**src/source/noc_cfg.svh**
```systemverilog
`ifndef NOC_CFG_SVH
`define NOC_CFG_SVH

////////////////////
// mesh geometry
////////////////////

// x coordinate bits, 4 columns
`define NOC_X_W 2
// y coordinate bits, 4 rows
`define NOC_Y_W 2

////////////////////
// flit and router size
////////////////////

// payload bits below the destination field
`define NOC_PAYLOAD_W 12
// local plus four neighbours
`define NOC_PORTS 5

`endif

```
**src/source/noc_pkg.sv**
```systemverilog
package noc_pkg;

`include "noc_cfg.svh"

	////////////////////
	// widths with a meaning
	////////////////////

	// node or destination, x in the high bits, y in the low bits
	typedef logic [`NOC_X_W+`NOC_Y_W-1:0] coord_t;

	// single-flit packet, destination on top, payload below
	typedef logic [`NOC_X_W+`NOC_Y_W+`NOC_PAYLOAD_W-1:0] flit_t;

	// port number
	typedef logic [2:0] port_idx_t;

	// one bit per port, indexed by the constants below
	typedef logic [`NOC_PORTS-1:0] port_vec_t;

	////////////////////
	// port numbering
	////////////////////

	// bit order of port_vec_t
	parameter port_idx_t port_local = 3'd0;
	parameter port_idx_t port_east = 3'd1;
	parameter port_idx_t port_north = 3'd2;
	parameter port_idx_t port_west = 3'd3;
	parameter port_idx_t port_south = 3'd4;

endpackage

```
**src/source/input_port.sv**
```systemverilog
`timescale 1ns/10ps

module input_port
(
	input logic clk,
	input logic rst_n,
	input noc_pkg::coord_t node,
	input logic in_req,
	input noc_pkg::flit_t in_flit,
	output logic in_ack,
	output noc_pkg::port_vec_t route_req,
	output noc_pkg::flit_t hold_flit,
	input logic sent
);
	import noc_pkg::*;

	// receiver states
	typedef enum logic [1:0]
	{
		st_idle,
		st_hold,
		st_release
	} in_state_t;

	in_state_t state;

	// destination field of the held flit
	coord_t hold_dest;
	// one-hot output for the held flit
	port_vec_t route_sel;

	////////////////////
	// four-phase receive
	////////////////////
	always_ff @(posedge clk)
	begin
		if (!rst_n)
		begin
			state <= st_idle;
			in_ack <= 1'b0;
		end
		else
		begin
			case (state)
				// new flit offered
				st_idle:
				begin
					if (in_req)
					begin
						state <= st_hold;
						in_ack <= 1'b1;
					end
				end
				// waiting on the output side, ack stays up
				st_hold:
				begin
					if (sent)
					begin
						// sender already dropped req
						if (!in_req)
						begin
							state <= st_idle;
							in_ack <= 1'b0;
						end
						else
							state <= st_release;
					end
				end
				// flit gone, wait for req low
				st_release:
				begin
					if (!in_req)
					begin
						state <= st_idle;
						in_ack <= 1'b0;
					end
				end
				default:
				begin
					state <= st_idle;
					in_ack <= 1'b0;
				end
			endcase
		end
	end

	// capture on the accepting cycle only
	always_ff @(posedge clk)
	begin
		if (state == st_idle && in_req)
			hold_flit <= in_flit;
	end

	////////////////////
	// route of the held flit
	////////////////////
	assign hold_dest = hold_flit[$bits(flit_t)-1 -: $bits(coord_t)];

	xy_route xy_route_i
	(
		.node(node),
		.dest(hold_dest),
		.port_sel(route_sel)
	);

	// request only while a flit is waiting
	assign route_req = (state == st_hold) ? route_sel : '0;

endmodule

```
**src/source/output_arbiter.sv**
```systemverilog
`timescale 1ns/10ps

`include "noc_cfg.svh"

module output_arbiter
(
	input logic clk,
	input logic rst_n,
	input noc_pkg::port_vec_t req,
	input noc_pkg::flit_t flits [`NOC_PORTS],
	output noc_pkg::port_vec_t sent,
	output logic out_req,
	output noc_pkg::flit_t out_flit,
	input logic out_ack
);
	import noc_pkg::*;

	// sender states
	typedef enum logic [1:0]
	{
		st_idle,
		st_send,
		st_wait_low
	} out_state_t;

	out_state_t state;

	// last granted input
	port_idx_t rr_ptr;
	// input owning the current transfer
	port_idx_t grant;
	// round-robin result
	logic pick_valid;
	port_idx_t pick_idx;
	// pointer plus offset, wrapped
	logic [3:0] rr_sum;

	////////////////////
	// round-robin pick
	////////////////////
	// walk offsets from far to near, nearest requester wins
	always_comb
	begin
		pick_valid = 1'b0;
		pick_idx = rr_ptr;
		rr_sum = '0;
		for (int k = `NOC_PORTS; k >= 1; k--)
		begin
			rr_sum = {1'b0, rr_ptr} + 4'(k);
			if (rr_sum >= 4'(`NOC_PORTS))
				rr_sum = rr_sum - 4'(`NOC_PORTS);
			if (req[rr_sum[2:0]])
			begin
				pick_valid = 1'b1;
				pick_idx = rr_sum[2:0];
			end
		end
	end

	////////////////////
	// four-phase send
	////////////////////
	always_ff @(posedge clk)
	begin
		if (!rst_n)
		begin
			state <= st_idle;
			rr_ptr <= port_local;
			grant <= port_local;
			out_req <= 1'b0;
			sent <= '0;
		end
		else
		begin
			// sent is a single-cycle pulse
			sent <= '0;
			case (state)
				st_idle:
				begin
					if (pick_valid)
					begin
						grant <= pick_idx;
						rr_ptr <= pick_idx;
						out_req <= 1'b1;
						state <= st_send;
					end
				end
				// downstream took it, release the input
				st_send:
				begin
					if (out_ack)
					begin
						out_req <= 1'b0;
						sent[grant] <= 1'b1;
						state <= st_wait_low;
					end
				end
				st_wait_low:
				begin
					if (!out_ack)
						state <= st_idle;
				end
				default:
					state <= st_idle;
			endcase
		end
	end

	// flit latched with the grant
	always_ff @(posedge clk)
	begin
		if (state == st_idle && pick_valid)
			out_flit <= flits[pick_idx];
	end

endmodule

```
**src/source/router_top.sv**
```systemverilog
`timescale 1ns/10ps

`include "noc_cfg.svh"

module router_top
(
	input logic clk,
	input logic rst_n,
	input noc_pkg::coord_t node,
	input noc_pkg::port_vec_t in_req,
	input noc_pkg::flit_t in_flit [`NOC_PORTS],
	output noc_pkg::port_vec_t in_ack,
	output noc_pkg::port_vec_t out_req,
	output noc_pkg::flit_t out_flit [`NOC_PORTS],
	input noc_pkg::port_vec_t out_ack
);
	import noc_pkg::*;

	// per input, the output it wants
	port_vec_t route_req [`NOC_PORTS];
	// per input, the flit it holds
	flit_t hold_flit [`NOC_PORTS];
	// per output, which inputs want it
	port_vec_t arb_req [`NOC_PORTS];
	// per output, which input it just released
	port_vec_t arb_sent [`NOC_PORTS];
	// per input, release bits from every output
	port_vec_t sent_col [`NOC_PORTS];
	// per input, combined release
	port_vec_t in_sent;

	genvar i, o;

	generate
		////////////////////
		// input side
		////////////////////
		for (i = 0; i < `NOC_PORTS; i = i + 1)
		begin : g_in
			input_port input_port_i
			(
				.clk(clk),
				.rst_n(rst_n),
				.node(node),
				.in_req(in_req[i]),
				.in_flit(in_flit[i]),
				.in_ack(in_ack[i]),
				.route_req(route_req[i]),
				.hold_flit(hold_flit[i]),
				.sent(in_sent[i])
			);
		end

		////////////////////
		// output side
		////////////////////
		// every arbiter sees all held flits
		for (o = 0; o < `NOC_PORTS; o = o + 1)
		begin : g_out
			output_arbiter output_arbiter_i
			(
				.clk(clk),
				.rst_n(rst_n),
				.req(arb_req[o]),
				.flits(hold_flit),
				.sent(arb_sent[o]),
				.out_req(out_req[o]),
				.out_flit(out_flit[o]),
				.out_ack(out_ack[o])
			);
		end

		////////////////////
		// crossbar transpose
		////////////////////
		for (i = 0; i < `NOC_PORTS; i = i + 1)
		begin : g_xpose_in
			for (o = 0; o < `NOC_PORTS; o = o + 1)
			begin : g_xpose_out
				// request bit o of input i to arbiter o
				assign arb_req[o][i] = route_req[i][o];
				// release bit i of arbiter o back to input i
				assign sent_col[i][o] = arb_sent[o][i];
			end
			// one route bit per input, so at most one arbiter fires
			assign in_sent[i] = |sent_col[i];
		end
	endgenerate

endmodule

```
**src/source/xy_route.sv**
```systemverilog
`timescale 1ns/10ps

`include "noc_cfg.svh"

module xy_route
(
	input noc_pkg::coord_t node,
	input noc_pkg::coord_t dest,
	output noc_pkg::port_vec_t port_sel
);
	import noc_pkg::*;

	// coordinate fields split out
	logic [`NOC_X_W-1:0] node_x;
	logic [`NOC_Y_W-1:0] node_y;
	logic [`NOC_X_W-1:0] dest_x;
	logic [`NOC_Y_W-1:0] dest_y;

	// differences, one bit wider for the sign
	logic signed [`NOC_X_W:0] xdiff;
	logic signed [`NOC_Y_W:0] ydiff;

	////////////////////
	// field split
	////////////////////
	assign node_x = node[`NOC_X_W+`NOC_Y_W-1 -: `NOC_X_W];
	assign node_y = node[`NOC_Y_W-1:0];
	assign dest_x = dest[`NOC_X_W+`NOC_Y_W-1 -: `NOC_X_W];
	assign dest_y = dest[`NOC_Y_W-1:0];

	// zero-extended before subtracting
	assign xdiff = $signed({1'b0, dest_x}) - $signed({1'b0, node_x});
	assign ydiff = $signed({1'b0, dest_y}) - $signed({1'b0, node_y});

	////////////////////
	// x first, then y
	////////////////////
	always_comb
	begin
		port_sel = '0;
		// still columns to cover
		if (xdiff > 0)
			port_sel[port_east] = 1'b1;
		else if (xdiff < 0)
			port_sel[port_west] = 1'b1;
		// right column, y grows southward
		else if (ydiff > 0)
			port_sel[port_south] = 1'b1;
		else if (ydiff < 0)
			port_sel[port_north] = 1'b1;
		// arrived
		else
			port_sel[port_local] = 1'b1;
	end

endmodule

```
**config.mk**
```make
export PLATFORM = sky130hd
export DESIGN_NAME = router_top
export DESIGN_NICKNAME = d
export VERILOG_FILES = /design/src/source/noc_pkg.sv /design/src/source/input_port.sv /design/src/source/output_arbiter.sv /design/src/source/router_top.sv /design/src/source/xy_route.sv
export VERILOG_INCLUDE_DIRS = /design/src /design/src/source
export SDC_FILE = /design/constraint.sdc
export NUM_CORES = 1
export LEC_CHECK = 0
export ABC_AREA = 1
export BUFFER_PORTS_ARGS = -buffer_cell sky130_fd_sc_hd__buf_2
export CAP_MARGIN = 10
export CORE_ASPECT_RATIO = 0.9
export CORE_UTILIZATION = 50
export CTS_CLUSTER_SIZE = 10
export DETAILED_ROUTE_END_ITERATION = 16
export PLACE_DENSITY_LB_ADDON = 0.1
export SLEW_MARGIN = 15
export SYNTH_ARGS = -nofsm -noshare
export SYNTH_HDL_FRONTEND = slang
export SYNTH_SLANG_ARGS = --single-unit
```
**constraint.sdc**
```tcl
create_clock -name clk -period 5.4 [get_ports clk]
set_input_delay 0.27 -clock clk [delete_from_list [all_inputs] [get_ports clk]]
set_output_delay 0.27 -clock clk [all_outputs]
set_load 0.01 [all_outputs]
```
==> flow_metrics.tcl <==
set metrics [dict create \
    status "finished, final reports clean" \
    synth.largest_area_cell "edfxtp_1" \
    ys_warn_count 0 \
    end_kind "flop" \
    netlist_area_mm2 0.0170 \
    htree_num_levels 1 \
    wirelength_um 62300 \
    synth_cell_types 44 \
    cts_resized 0 \
    grt_max_degree 50 \
    cp_max_fo 49 \
    antenna_found_initial 2 \
    cp-start-kind "flop" \
    ys_ff_latch 230 \
    grt_pass1_vias 16600 \
    hp-class "input pin to flop" \
    worstPathCellList "inv_1 -> ha_1 -> inv_1 -> fa_1 -> inv_1 -> nand2_1 -> nor3_1 -> nand2_1 -> nand2_1 -> nand3_1 -> nand2_1 -> nand2_1 -> nand2_2 -> a21oi_1 -> nand2_1 -> nand2_1 -> nand2_2 -> buf_4 -> nand2_2 -> nand2_1 -> nand3_1 -> nand3_1 -> nand2_1" \
    drc 0 \
    syn_area_per_cell_um2 7.21 \
    worst_slew_pin_slew_ns 1.05 \
    finClkSkew_ns 0.0232 \
    timing.final.crit_share_pct 82.7 \
    dpl.hpwl_um 44900 \
    setup_viol 0 \
    postRouteAntennaNets 0 \
    ys_seq_area_share_pct 36.4 \
    die_h_um 177 \
    portBuffers 185 \
    crit_top_cell "nand2_1" \
    root_buffer "clkbuf_16" \
    first_pass_iters 7 \
    row_count 63 \
    cp_slowest_cell "edfxtp_1" \
    wl_per_cell_um 20.4 \
    vias 18100 \
    ios 186 \
    clkSlewWorstSetupHoldPaths_ns 0.06 \
    tns_ns 0 \
    vias_per_cell 5.92 \
    overflow 0 \
    syn_to_final_growth_pct 16.2 \
    initial_utilization_pct 51.3 \
    gp_congestion 0.973 \
    clk-insertion-delay-late_ns 0.58 \
    drv_slew 0 \
    synth_cells 2364 \
    clock_path_buffers 3 \
    clock-sinks 230 \
    drt-initial-drc-count 2435 \
    mostFrequentLayoutCells "nand2_1 (678), nand3_1 (579), inv_1 (211), buf_2 (185), edfxtp_1 (160)" \
    critPathRequiredTime_ns 5.72 \
    fmax_mhz 224 \
    cts_tree "yes" \
    hold_violations 0 \
    rsz0062_at_grt "no" \
    nets 2780 \
    die_w_um 197 \
    crit_type "flop to flop" \
    drive_gt1_share_pct 12.5 \
    min_period_ns 4.46 \
    post_cts.repair.setup_buffers 0 \
    synth_area_leaders "edfxtp_1 (28%), nand3_1 (17%), nand2_1 (15%)" \
    final_common_cell "nand2_1" \
    die_area_mm2 0.0348 \
    grt_pass1_wl_um 95200 \
    arrival_ns 4.78 \
    maxCapViolations 0 \
    maxSlewHeadroom_pct 29.9 \
    yosysTopAreaCellShare_pct 28.2 \
    grtUsageTotal_pct 35.6 \
    core-area_mm2 0.0333 \
    slowest_delay_ns 0.61 \
    synth_nets 2563 \
    cts_buffers 28 \
]
-- final timing paths --
kind	cells after the start	to	from	slack, ns
max	23	g_out[4].output_arbiter_i.out_flit[13]$_DFFE_PP_	g_in[3].input_port_i.hold_flit[14]$_DFFE_PP_	0.94
min	4	g_out[2].output_arbiter_i.state[0]$_SDFFE_PN0P_	out_ack[2]	0.02
max reg2reg	23	g_out[4].output_arbiter_i.out_flit[13]$_DFFE_PP_	g_in[3].input_port_i.hold_flit[14]$_DFFE_PP_	0.94
min reg2reg	2	g_out[0].output_arbiter_i.out_req$_SDFFE_PN0P_	g_out[0].output_arbiter_i.out_req$_SDFFE_PN0P_	0.46
-- sequential cells by signal, indices dropped and copies added (netlist names) --
register and cells:
g_in.input_port_i.hold_flit 80, g_out.output_arbiter_i.grant 3, g_out.output_arbiter_i.sent 25, g_out.output_arbiter_i.out_req 5
g_in.input_port_i.in_ack 5, g_out.output_arbiter_i.rr_ptr 12, g_out.output_arbiter_i.state 10, g_out.output_arbiter_i.out_flit 80
g_in.input_port_i.state 10
-- logic make-up after synthesis --
| kind of cell | count (synthesis) | share of synthesized area [%] |
|---|---|---|
| compound gates | 176 | 6.11 |
| xor+xnor | 18 | 0.969 |
| fa+ha+maj | 103 | 8.22 |
| buf+inv | 336 | 8.70 |
| flops | 230 | 36.4 |
| simple gates | 1501 | 39.6 |
-- critical path: cells and delay by family, from the launching register on --
kind	cells	cell delay (ns)
simple gates	16	2.36
buf+inv	4	0.53
compound gates	1	0.08
fa+ha+maj	2	0.60
flops	1	0.61
-- area by class of cell --
class / instances / area (µm²)
timing repair buffer: 292 / 1940
clock buffer: 47 / 823
clock inverter: 3 / 51.3
tap: 455 / 569
inverter: 231 / 867
sequential: 230 / 6210
multi-input combinational: 1798 / 9360
antenna: 1 / 2.50
fill: 3104 / 13400
-- cells in the mapped netlist, drive strengths merged --
| library cell | n |
|---|---|
| inv | 228 |
| a21oi | 76 |
| a211oi | 5 |
| nand4 | 66 |
| o211a | 5 |
| buf | 91 |
| fa | 15 |
| o22ai | 5 |
| xor2 | 13 |
| o211ai | 5 |
| ha | 88 |
| nand2 | 709 |
| or2 | 1 |
| o21ai | 70 |
| a21boi | 5 |
| nand3b | 5 |
| or4 | 5 |
| a22oi | 1 |
| nand3 | 583 |
| a31o | 1 |
| clkinv | 3 |
| xnor2 | 5 |
| a31oi | 3 |
| nor2 | 103 |
| edfxtp | 160 |
| dfxtp | 70 |
| clkbuf | 14 |
| nor3 | 29 |
-- routing by layer --
metal	share of wire [%]	GRT usage [%]	vias to the layer above	wire length, µm
li1	-	-	8421	-
met1	42	50.8	8356	26500
met2	41	51.6	1195	25500
met3	14	11.3	129	8830
met4	2.4	8.95	4	1490
met5	0.095	0.997	-	59
-- stage by stage --
stage          utilization, %  setup WS [ns]  hold WS, ns  cell area, µm²  cells
6_report                 59.6          0.936       0.0233           19800   3057
5_1_grt                  59.6          0.587       0.0150           19800   3056
4_1_cts                  59.6           1.07     0.000540           19800   3056
3_5_place_dp             54.4           1.09        0.448           18100   2923
3_3_place_gp             54.4           1.17        0.447           18100   2923
2_1_floorplan               -           2.22        0.369           17000   2364
-- timing repair --
action / 4_1_cts / 5_1_grt
setup endpoints to repair: 0 / 0
hold buffers: 83 / 0
endpoints found under the hold margin: 84 / 0
Power is left out: the tool's default activity adds up to more than one toggle a clock period on the data nets, which glitch-free logic cannot reach.
